<file path="config.mk">
export PLATFORM = sky130hd
export DESIGN_NAME = datapath
export DESIGN_NICKNAME = d
export VERILOG_FILES = /design/src/hdl/sdmac_pkg.sv /design/src/hdl/dp_bus_if.sv /design/src/hdl/dp_control.sv /design/src/hdl/dp_host_in.sv /design/src/hdl/dp_host_out.sv /design/src/hdl/dp_scsi_port.sv /design/src/hdl/dp_fifo.sv /design/src/hdl/datapath.sv
export VERILOG_INCLUDE_DIRS = /design/src /design/src/hdl
export SDC_FILE = /design/constraint.sdc
export NUM_CORES = 1
export LEC_CHECK = 0
export BUFFER_PORTS_ARGS = -buffer_cell sky130_fd_sc_hd__clkbuf_2
export CAP_MARGIN = 20
export CELL_PAD_IN_SITES_DETAIL_PLACEMENT = 1
export CELL_PAD_IN_SITES_GLOBAL_PLACEMENT = 1
export CORE_MARGIN = 1
export CORE_UTILIZATION = 54
export CTS_CLUSTER_SIZE = 20
export DETAILED_ROUTE_END_ITERATION = 7
export GPL_TIMING_DRIVEN = 0
export PLACE_DENSITY = 0.93
export SKIP_CTS_REPAIR_TIMING = 1
export SYNTH_ARGS = -nofsm -noshare
export SYNTH_HDL_FRONTEND = slang
export SYNTH_SLANG_ARGS = --single-unit
</file>
<file path="constraint.sdc">
create_clock -name CLK -period 9.3 [get_ports CLK]
set_input_delay 0.93 -clock CLK [delete_from_list [all_inputs] [get_ports CLK]]
set_output_delay 0.93 -clock CLK [all_outputs]
set_load 0.02 [all_outputs]
</file>
<file path="src/hdl/sdmac_defines.svh">
// Width and depth settings for the SCSI DMA data path
// Include in every file that sizes a host word, a SCSI halfword or the FIFO
`ifndef SDMAC_DEFINES_SVH
`define SDMAC_DEFINES_SVH

// Host bus word
`define DP_WORD_W 32

// SCSI data port, one half of a host word
`define DP_HALF_W 16

// Words held by the DMA FIFO
`define DP_FIFO_DEPTH 8

`endif

</file>
<file path="src/hdl/sdmac_pkg.sv">
// Shared types for the SCSI DMA data path
// Blocks that decode the transfer direction or the host lane enables import this
package sdmac_pkg;

    // Active transfer, one code per route through the data path
    // Code 3'b111 is never driven by the bus side
    typedef enum logic [2:0] {
        dirIdle      = 3'd0,
        dirCpu2Scsi  = 3'd1,
        dirScsi2Cpu  = 3'd2,
        dirScsi2Fifo = 3'd3,
        dirFifo2Scsi = 3'd4,
        dirFifo2Cpu  = 3'd5,
        dirCpu2Fifo  = 3'd6
    } xferDir_t;

    // Which 16-bit halves of the host word are enabled
    typedef struct packed {
        logic high;
        logic low;
    } laneEn_t;

endpackage

</file>
<file path="src/hdl/dp_bus_if.sv">
// Internal word buses of the data path
// Carries the decoded direction, the host lane enables and the words passed
// between the host latch, the SCSI port and the FIFO
`include "sdmac_defines.svh"

interface dp_bus_if import sdmac_pkg::*; ();

    xferDir_t              dir;
    laneEn_t               hostLanes;
    logic [`DP_WORD_W-1:0] cpuWord;
    logic [`DP_WORD_W-1:0] scsiWord;
    logic [`DP_WORD_W-1:0] fifoOut;
    logic [`DP_WORD_W-1:0] fifoIn;

    // Control owns the direction, the lane enables and the FIFO input mux
    modport ctrl (output dir, hostLanes, fifoIn, input cpuWord, scsiWord);

    // Host input latch only needs to know which halves to take
    modport hostIn (input hostLanes, output cpuWord);

    // Host output picks between the FIFO head and the SCSI word
    modport hostOut (input dir, fifoOut, scsiWord);

    // SCSI port packs into scsiWord and unpacks from the FIFO or the host latch
    modport scsi (input dir, cpuWord, fifoOut, output scsiWord);

    // FIFO writes fifoIn and shows its head word on fifoOut
    modport fifo (input fifoIn, output fifoOut);

endinterface

</file>
<file path="src/hdl/dp_control.sv">
// Direction decode and enable generation for the data path
// Turns the direction code and the host strobes into host lane enables, the
// FIFO input select and the host data output enable
module dp_control import sdmac_pkg::*; (
    input  logic       CLK,
    input  logic       reset,
    input  logic [2:0] dirSel,
    input  logic       hostWrite,
    input  logic       hostRead,
    dp_bus_if.ctrl     bus,
    output logic       dataOe
);

    xferDir_t dir;
    laneEn_t  lanes;
    logic     cpu2Scsi;
    logic     scsi2Fifo;

    // The bus side hands over a raw code, give it its enum meaning here
    assign dir = xferDir_t'(dirSel);
    assign bus.dir = dir;

    assign cpu2Scsi = (dir == dirCpu2Scsi);
    assign scsi2Fifo = (dir == dirScsi2Fifo);

    // Both halves open on a host write
    // They also stay open for the whole CPU-to-SCSI transfer, as in the
    // DIEL-or-CPU2S input enable term
    assign lanes.high = hostWrite | cpu2Scsi;
    assign lanes.low = hostWrite | cpu2Scsi;
    assign bus.hostLanes = lanes;

    // FIFO is filled from the packed SCSI word on SCSI-to-FIFO transfers
    // Every other fill comes from the host latch
    assign bus.fifoIn = scsi2Fifo ? bus.scsiWord : bus.cpuWord;

    // Output enable follows a read one clock later and drops on the first
    // clock without a read
    always_ff @(posedge CLK) begin
        if (reset) begin
            dataOe <= 1'b0;
        end else begin
            dataOe <= hostRead;
        end
    end

    // Code 3'b111 has no route, so the bus side must never select it
    assert property (@(posedge CLK) disable iff (reset)
        !$isunknown(dirSel) && (dirSel != 3'b111))
        else $error("dirSel carries an unused direction code %b", dirSel);

endmodule

</file>
<file path="src/hdl/dp_host_in.sv">
// Host input latch
// Holds the host write word per 16-bit half, as enabled by the control block,
// and bypasses the latch entirely while the bridge level is high
`include "sdmac_defines.svh"

module dp_host_in (
    input  logic                  CLK,
    input  logic                  reset,
    input  logic [`DP_WORD_W-1:0] dataIn,
    input  logic                  hostWrite,
    input  logic                  bridge,
    dp_bus_if.hostIn              bus
);

    logic [`DP_HALF_W-1:0] latchHigh;
    logic [`DP_HALF_W-1:0] latchLow;
    logic                  takeHigh;
    logic                  takeLow;

    // Each half is taken on a host write cycle while its lane is enabled
    assign takeHigh = hostWrite & bus.hostLanes.high;
    assign takeLow = hostWrite & bus.hostLanes.low;

    // Latched word shows up one clock after the write strobe
    always_ff @(posedge CLK) begin
        if (reset) begin
            latchHigh <= '0;
            latchLow <= '0;
        end else begin
            if (takeHigh) begin
                latchHigh <= dataIn[`DP_WORD_W-1:`DP_HALF_W];
            end
            if (takeLow) begin
                latchLow <= dataIn[`DP_HALF_W-1:0];
            end
        end
    end

    // In bridge mode the host word goes straight through in the same cycle
    assign bus.cpuWord = bridge ? dataIn : {latchHigh, latchLow};

endmodule

</file>
<file path="src/hdl/dp_host_out.sv">
// Host output register
// Picks the FIFO head, the packed SCSI word or the register read word for
// each half and registers the result on a host read
`include "sdmac_defines.svh"

module dp_host_out import sdmac_pkg::*; (
    input  logic                   CLK,
    input  logic                   reset,
    input  logic                   hostRead,
    input  logic [`DP_WORD_W-1:0]  regOut,
    dp_bus_if.hostOut              bus,
    output logic [`DP_WORD_W-1:0]  dataOut
);

    laneEn_t               fifoLanes;
    logic [`DP_WORD_W-1:0] modTx;
    logic [`DP_WORD_W-1:0] txWord;

    // FIFO drives both halves when the host drains the FIFO
    assign fifoLanes.high = (bus.dir == dirFifo2Cpu);
    assign fifoLanes.low = (bus.dir == dirFifo2Cpu);

    // Direct SCSI read returns the packed word, anything else the register
    assign modTx = (bus.dir == dirScsi2Cpu) ? bus.scsiWord : regOut;

    // Per-half select between the FIFO head and the word above
    assign txWord[`DP_WORD_W-1:`DP_HALF_W] = fifoLanes.high ?
        bus.fifoOut[`DP_WORD_W-1:`DP_HALF_W] : modTx[`DP_WORD_W-1:`DP_HALF_W];
    assign txWord[`DP_HALF_W-1:0] = fifoLanes.low ?
        bus.fifoOut[`DP_HALF_W-1:0] : modTx[`DP_HALF_W-1:0];

    // Data is valid on the bus the cycle after the read strobe
    always_ff @(posedge CLK) begin
        if (reset) begin
            dataOut <= '0;
        end else if (hostRead) begin
            dataOut <= txWord;
        end
    end

endmodule

</file>
<file path="src/hdl/dp_scsi_port.sv">
// SCSI side word packer and unpacker
// Packs two halfwords from the SCSI port into one host word, high half first,
// and splits FIFO or host words back into halfwords for the SCSI port
`include "sdmac_defines.svh"

module dp_scsi_port import sdmac_pkg::*; (
    input  logic                  CLK,
    input  logic                  reset,
    input  logic [`DP_HALF_W-1:0] scsiIn,
    input  logic                  scsiStrobe,
    output logic [`DP_HALF_W-1:0] scsiOut,
    output logic                  pushReq,
    output logic                  popReq,
    dp_bus_if.scsi                bus
);

    logic                  packMode;
    logic                  unpackMode;
    logic                  halfSel;
    logic [`DP_HALF_W-1:0] packHigh;
    logic [`DP_WORD_W-1:0] packWord;
    logic [`DP_HALF_W-1:0] lowHold;
    logic [`DP_WORD_W-1:0] srcWord;

    assign packMode = (bus.dir == dirScsi2Fifo) || (bus.dir == dirScsi2Cpu);
    assign unpackMode = (bus.dir == dirFifo2Scsi) || (bus.dir == dirCpu2Scsi);

    // Word to unpack, the FIFO head in DMA mode or the host latch otherwise
    assign srcWord = (bus.dir == dirFifo2Scsi) ? bus.fifoOut : bus.cpuWord;

    // First strobe of a pair consumes the FIFO head word
    assign popReq = scsiStrobe && !halfSel && (bus.dir == dirFifo2Scsi);

    // halfSel low means the next strobe carries the high half
    always_ff @(posedge CLK) begin
        if (reset) begin
            halfSel <= 1'b0;
            scsiOut <= '0;
            pushReq <= 1'b0;
        end else begin
            pushReq <= 1'b0;
            if (!(packMode || unpackMode)) begin
                halfSel <= 1'b0;
            end else if (scsiStrobe) begin
                halfSel <= !halfSel;
                if (unpackMode) begin
                    scsiOut <= halfSel ? lowHold : srcWord[`DP_WORD_W-1:`DP_HALF_W];
                end else if (halfSel && (bus.dir == dirScsi2Fifo)) begin
                    // Push lands in the same cycle the packed word is valid
                    pushReq <= 1'b1;
                end
            end
        end
    end

    // High half waits in packHigh so scsiWord only changes on a full pair
    always_ff @(posedge CLK) begin
        if (scsiStrobe && packMode) begin
            if (halfSel) begin
                packWord <= {packHigh, scsiIn};
            end else begin
                packHigh <= scsiIn;
            end
        end
        if (scsiStrobe && unpackMode && !halfSel) begin
            lowHold <= srcWord[`DP_HALF_W-1:0];
        end
    end

    assign bus.scsiWord = packWord;

    // The bus side must not strobe the SCSI port with no transfer selected
    assert property (@(posedge CLK) disable iff (reset)
        !(scsiStrobe && (bus.dir == dirIdle)))
        else $error("scsiStrobe seen while the direction is idle");

endmodule

</file>
<file path="src/hdl/dp_fifo.sv">
// DMA word FIFO between the SCSI side and the host side
// Circular buffer with first-word-fall-through output, pushes on a full FIFO
// are dropped and pops on an empty FIFO leave the stale head in place
`include "sdmac_defines.svh"

module dp_fifo (
    input  logic   CLK,
    input  logic   reset,
    input  logic   push,
    input  logic   pop,
    dp_bus_if.fifo bus,
    output logic   fifoEmpty,
    output logic   fifoFull
);

    localparam int Depth = `DP_FIFO_DEPTH;
    localparam int PtrW = $clog2(Depth);
    localparam int CntW = $clog2(Depth + 1);

    logic [`DP_WORD_W-1:0] mem [Depth];
    logic [PtrW-1:0]       wrPtr;
    logic [PtrW-1:0]       rdPtr;
    logic [CntW-1:0]       count;
    logic                  wrEn;
    logic                  rdEn;

    // Pointers wrap explicitly so any depth works, not only powers of two
    function automatic logic [PtrW-1:0] nextPtr(input logic [PtrW-1:0] ptr);
        return (ptr == PtrW'(Depth - 1)) ? '0 : ptr + 1'b1;
    endfunction

    // Flags come from the count, so a push shows up one clock later
    assign fifoEmpty = (count == '0);
    assign fifoFull = (count == CntW'(Depth));
    assign wrEn = push && !fifoFull;
    assign rdEn = pop && !fifoEmpty;

    // Head word is always visible
    assign bus.fifoOut = mem[rdPtr];

    always_ff @(posedge CLK) begin
        if (wrEn) begin
            mem[wrPtr] <= bus.fifoIn;
        end
    end

    always_ff @(posedge CLK) begin
        if (reset) begin
            wrPtr <= '0;
            rdPtr <= '0;
            count <= '0;
        end else begin
            if (wrEn) begin
                wrPtr <= nextPtr(wrPtr);
            end
            if (rdEn) begin
                rdPtr <= nextPtr(rdPtr);
            end
            case ({wrEn, rdEn})
                2'b10:   count <= count + 1'b1;
                2'b01:   count <= count - 1'b1;
                default: count <= count;
            endcase
        end
    end

    // No back-pressure exists, so the SCSI side must never overrun the FIFO
    assert property (@(posedge CLK) disable iff (reset) push |-> !fifoFull)
        else $error("push into a full FIFO, word dropped");

endmodule

</file>
<file path="src/hdl/datapath.sv">
// Top level of the SCSI DMA data path
// Joins the 32-bit host bus and the 16-bit SCSI port through the host latch,
// the output register, the SCSI packer and the DMA FIFO
`include "sdmac_defines.svh"

module datapath (
    input  logic                  CLK,
    input  logic                  reset,
    input  logic [`DP_WORD_W-1:0] dataIn,
    output logic [`DP_WORD_W-1:0] dataOut,
    output logic                  dataOe,
    input  logic [`DP_WORD_W-1:0] regOut,
    input  logic                  hostWrite,
    input  logic                  hostRead,
    input  logic                  bridge,
    input  logic [2:0]            dirSel,
    input  logic [`DP_HALF_W-1:0] scsiIn,
    input  logic                  scsiStrobe,
    output logic [`DP_HALF_W-1:0] scsiOut,
    output logic                  fifoEmpty,
    output logic                  fifoFull
);

    logic pushReq;
    logic popReq;

    dp_bus_if dpBus ();

    dp_control u_dp_control (
        .CLK(CLK), .reset(reset), .dirSel(dirSel), .hostWrite(hostWrite),
        .hostRead(hostRead), .bus(dpBus.ctrl), .dataOe(dataOe)
    );

    dp_host_in u_dp_host_in (
        .CLK(CLK), .reset(reset), .dataIn(dataIn), .hostWrite(hostWrite),
        .bridge(bridge), .bus(dpBus.hostIn)
    );

    dp_host_out u_dp_host_out (
        .CLK(CLK), .reset(reset), .hostRead(hostRead), .regOut(regOut),
        .bus(dpBus.hostOut), .dataOut(dataOut)
    );

    // SCSI side requests drive the FIFO directly
    dp_scsi_port u_dp_scsi_port (
        .CLK(CLK), .reset(reset), .scsiIn(scsiIn), .scsiStrobe(scsiStrobe),
        .scsiOut(scsiOut), .pushReq(pushReq), .popReq(popReq), .bus(dpBus.scsi)
    );

    dp_fifo u_dp_fifo (
        .CLK(CLK), .reset(reset), .push(pushReq), .pop(popReq),
        .bus(dpBus.fifo), .fifoEmpty(fifoEmpty), .fifoFull(fifoFull)
    );

endmodule

</file>
==> flow_metrics.env <==
export IMPL_pin_count=140
export IMPL_tightest_slew_ns=1.00
export IMPL_crit_required_ns=9.77
export IMPL_hold_depth=0
export IMPL_maxCapViolCount=0
export IMPL_nNetsFinal=1363
export IMPL_routedWlPerCell_um=33.4
export IMPL_leakagePower_nw=7.10
export IMPL_n_fill_cell=2788
export IMPL_setup_viol=0
export IMPL_detail_route_first_pass_iterations=5
export IMPL_ys_top_cells_by_count="edfxtp_1, a21oi_1, dfxtp_1, nor2_1, nand2_1"
export IMPL_vias_per_cell=6.75
export IMPL_final_cells=1697
export IMPL_cp_start_kind="input pin"
export IMPL_r2r_start="u_dp_scsi_port.halfSel"
export IMPL_wl_met3_um=5490
export IMPL_dpl_hpwl_um=38100
export IMPL_finalClockSkew_ns=0.0295
export IMPL_area_growth_pct=17.5
export IMPL_async_flop_share_pct=0
export IMPL_grt_pass1_wl_um=80900
export IMPL_die_area_sq_um=31700
export IMPL_htreeDepth=2
export IMPL_antenna_found_initial=0
export IMPL_rr_worst_depth=10
export IMPL_syn_num_nets=1163
export IMPL_synth_edf_count=320
export IMPL_cts_tree="built"
export IMPL_setup_tns_ns=0
export IMPL_yosys_warnings=0
export IMPL_reg2reg_slack_ns=6.14
export IMPL_cts_buffers=42
export IMPL_timing_final_crit_share_pct=36.7
export IMPL_yosysMostFrequentCell="edfxtp_1"
export IMPL_maxSlewViolCount=0
export IMPL_clk_latency_ns=0.56
export IMPL_gp_congestion=0.893
export IMPL_hold_path_startpoint="u_dp_scsi_port.packHigh[15]"
export IMPL_max_slew_margin_rel_pct=33.3
export IMPL_synth_area_top_cells="edfxtp_1, dfxtp_1, mux4_1"
export IMPL_routed_wl_met2_um=27200
export IMPL_first_global_vias=11900
export IMPL_clk_pin_slew_ns=0.06
export IMPL_arrival_ns=3.88
export IMPL_cp_max_fo=9
export IMPL_die_w_um=178
export IMPL_drc_errors=0
export IMPL_vias=11500
export IMPL_holdPathEnd="u_dp_scsi_port.bus.scsiWord[31]"
export IMPL_rsz0062_at_grt="false"
export IMPL_path_class="input pin to register"
export IMPL_reg2reg_to="u_dp_fifo.count[2]"
export IMPL_hold_class="register to register"
export IMPL_drtIter0Drc=1547
export IMPL_status="complete, no violations"
export IMPL_dp_cells=1619
export IMPL_wl_um=56700
export IMPL_synth_cells=1067
export IMPL_initial_core_util_pct=54.7
export IMPL_end_kind="register"
export IMPL_grt_usage_pct=36.5
export IMPL_clockBufferDepth=3
export IMPL_netlist_area_sq_um=16700
export IMPL_synth_top_area_share_pct=57.4
export IMPL_cts_sinks=416
export IMPL_die_h_um=178
export IMPL_vdd_drop_max_mv=0.128
export IMPL_yosys_cell_types_count=38
export IMPL_core_sq_um=30600
export IMPL_antenna_left=0
export IMPL_top_layer="met4"
export IMPL_syn_avg_cell_area_sq_um=15.7
export IMPL_power_mw=4.01
export IMPL_power_density_nw_per_um2=204
export IMPL_core_rowCount=64
export IMPL_timing_fmax_mhz=293
export IMPL_grt_ovfl_total=0
export IMPL_regArea_sq_um=11500
export IMPL_drive_above_1_share_pct=22.4
export IMPL_multi_input_area_sq_um=4950
export IMPL_min_period_ns=3.41
export IMPL_synth_seq_cells=416
export IMPL_wl_met1_um=19800
export IMPL_ys_flop_type="edfxtp_1"
export IMPL_synth_yosys_seq_area_share_pct=68.9
export IMPL_hold_viol_final=0
export IMPL_cts_root_buffer="clkbuf_16"
export IMPL_portBuffers=137
export IMPL_grt_max_degree=19
export IMPL_synth_largest_area_cell="edfxtp_1"
export IMPL_insertedDiodeCount=0
[logic make-up (layout without fill, tap and decap cells)]
group           count (synthesis)  count (layout)  share of synthesized area, %
fa+ha+maj                       7               7                         0.523
mux                           166             166                          15.9
xor+xnor                        5               5                         0.262
flops                         416             416                          68.9
simple gates                  213             213                          5.32
buf+inv                        71             305                          2.02
compound gates                189             189                          7.09
[worst max-delay path, cell delays in order]
cell and delay [ns]:
clkbuf_2 0.21, or3b_2 0.57, nor3_2 0.61, ha_1 0.42, xor2_1 0.11, ha_1 0.21, a21oi_1 0.22, xor2_1 0.13
or3_1 0.33, a21oi_1 0.14
[where the power goes]
group / total (mW) / internal (mW) / leakage [nW] / switching (mW)
combinational: 0.242 / 0.0717 / 2.75 / 0.170
clock: 1.70 / 0.980 / 0.663 / 0.722
sequential: 2.07 / 2.05 / 3.69 / 0.0206
total: 4.01 / 3.10 / 7.10 / 0.913
[layout make-up]
class                      instances  area share (%)
multi-input combinational        580            25.1
tap                              396            2.52
sequential                       416            58.6
clock inverter                    10           0.362
timing repair buffer             156            5.12
clock buffer                      68            6.57
buffer                            71            1.72
[metrics by stage]
| stage | area (sq um) | util (%) | hold WS [ns] | setup slack [ns] |
|---|---|---|---|---|
| 6_report | 19700 | 64.4 | 0.421 | 5.89 |
| 3_3_place_gp | 17900 | 58.6 | 0.402 | 3.22 |
| 2_1_floorplan | 16700 | - | 0.400 | 5.49 |
| 5_1_grt | 19700 | 64.4 | 0.428 | 5.80 |
| 3_5_place_dp | 18300 | 59.9 | 0.407 | 5.55 |
| 4_1_cts | 19700 | 64.4 | 0.421 | 6.00 |
[flip-flops by register name, summed over array words and instances (netlist names), named ones only]
name                         count
u_dp_fifo.count                  4
u_dp_fifo.rdPtr                  3
u_dp_host_in.latchHigh          16
u_dp_scsi_port.halfSel           1
u_dp_fifo.wrPtr                  3
u_dp_control.dataOe              1
u_dp_scsi_port.packHigh         16
u_dp_scsi_port.pushReq           1
u_dp_scsi_port.bus.scsiWord     32
u_dp_fifo.mem                  256
u_dp_host_out.dataOut           32
u_dp_scsi_port.scsiOut          16
u_dp_scsi_port.lowHold          16
u_dp_host_in.latchLow           16
[metal layers]
metal,vias up,GRT usage [%]
met4,0,24.0
met1,5727,44.5
li1,4556,-
met5,-,0
met3,294,6.80
met2,883,59.5
[layout by cell type, fill, tap and decap left out, types with 4 or more instances in the layout]
cell type,Yosys,routed
edfxtp_1,320,320
clkbuf_2,0,137
a21oi_1,99,99
dfxtp_1,96,96
nor2_1,96,88
nand2_1,87,87
mux2i_1,70,70
clkbuf_1,42,58
mux4_1,47,47
clkbuf_16,0,46
mux2_2,33,33
a221o_1,32,32
o21ai_0,19,19
o21bai_1,17,17
mux4_2,16,16
a31oi_1,16,16
buf_1,15,15
buf_6,4,13
buf_2,7,8
nor2_4,0,7
ha_1,7,7
buf_16,0,7
nand2b_1,6,6
clkbuf_8,0,6
nand3b_1,5,5
clkinv_1,0,5
buf_8,3,4
nor3_2,1,4
nor3b_1,4,4
[how the worst max path moves through the flow]
stage | slack [ns] | start | depth (start not counted) | endpoint
global route | 5.80 | dirSel[1] | 10 | u_dp_fifo.count[2]
floorplan | 5.49 | u_dp_fifo.count[1] | 5 | u_dp_fifo.mem[0][0]
CTS | 6.00 | dirSel[1] | 10 | u_dp_fifo.count[2]
finish | 5.89 | dirSel[1] | 10 | u_dp_fifo.count[2]
global placement | 3.22 | u_dp_fifo.count[1] | 5 | u_dp_fifo.mem[0][11]
detailed placement | 5.55 | dirSel[1] | 10 | u_dp_fifo.count[2]
No activity file was read; power rests on OpenSTA's default activity.
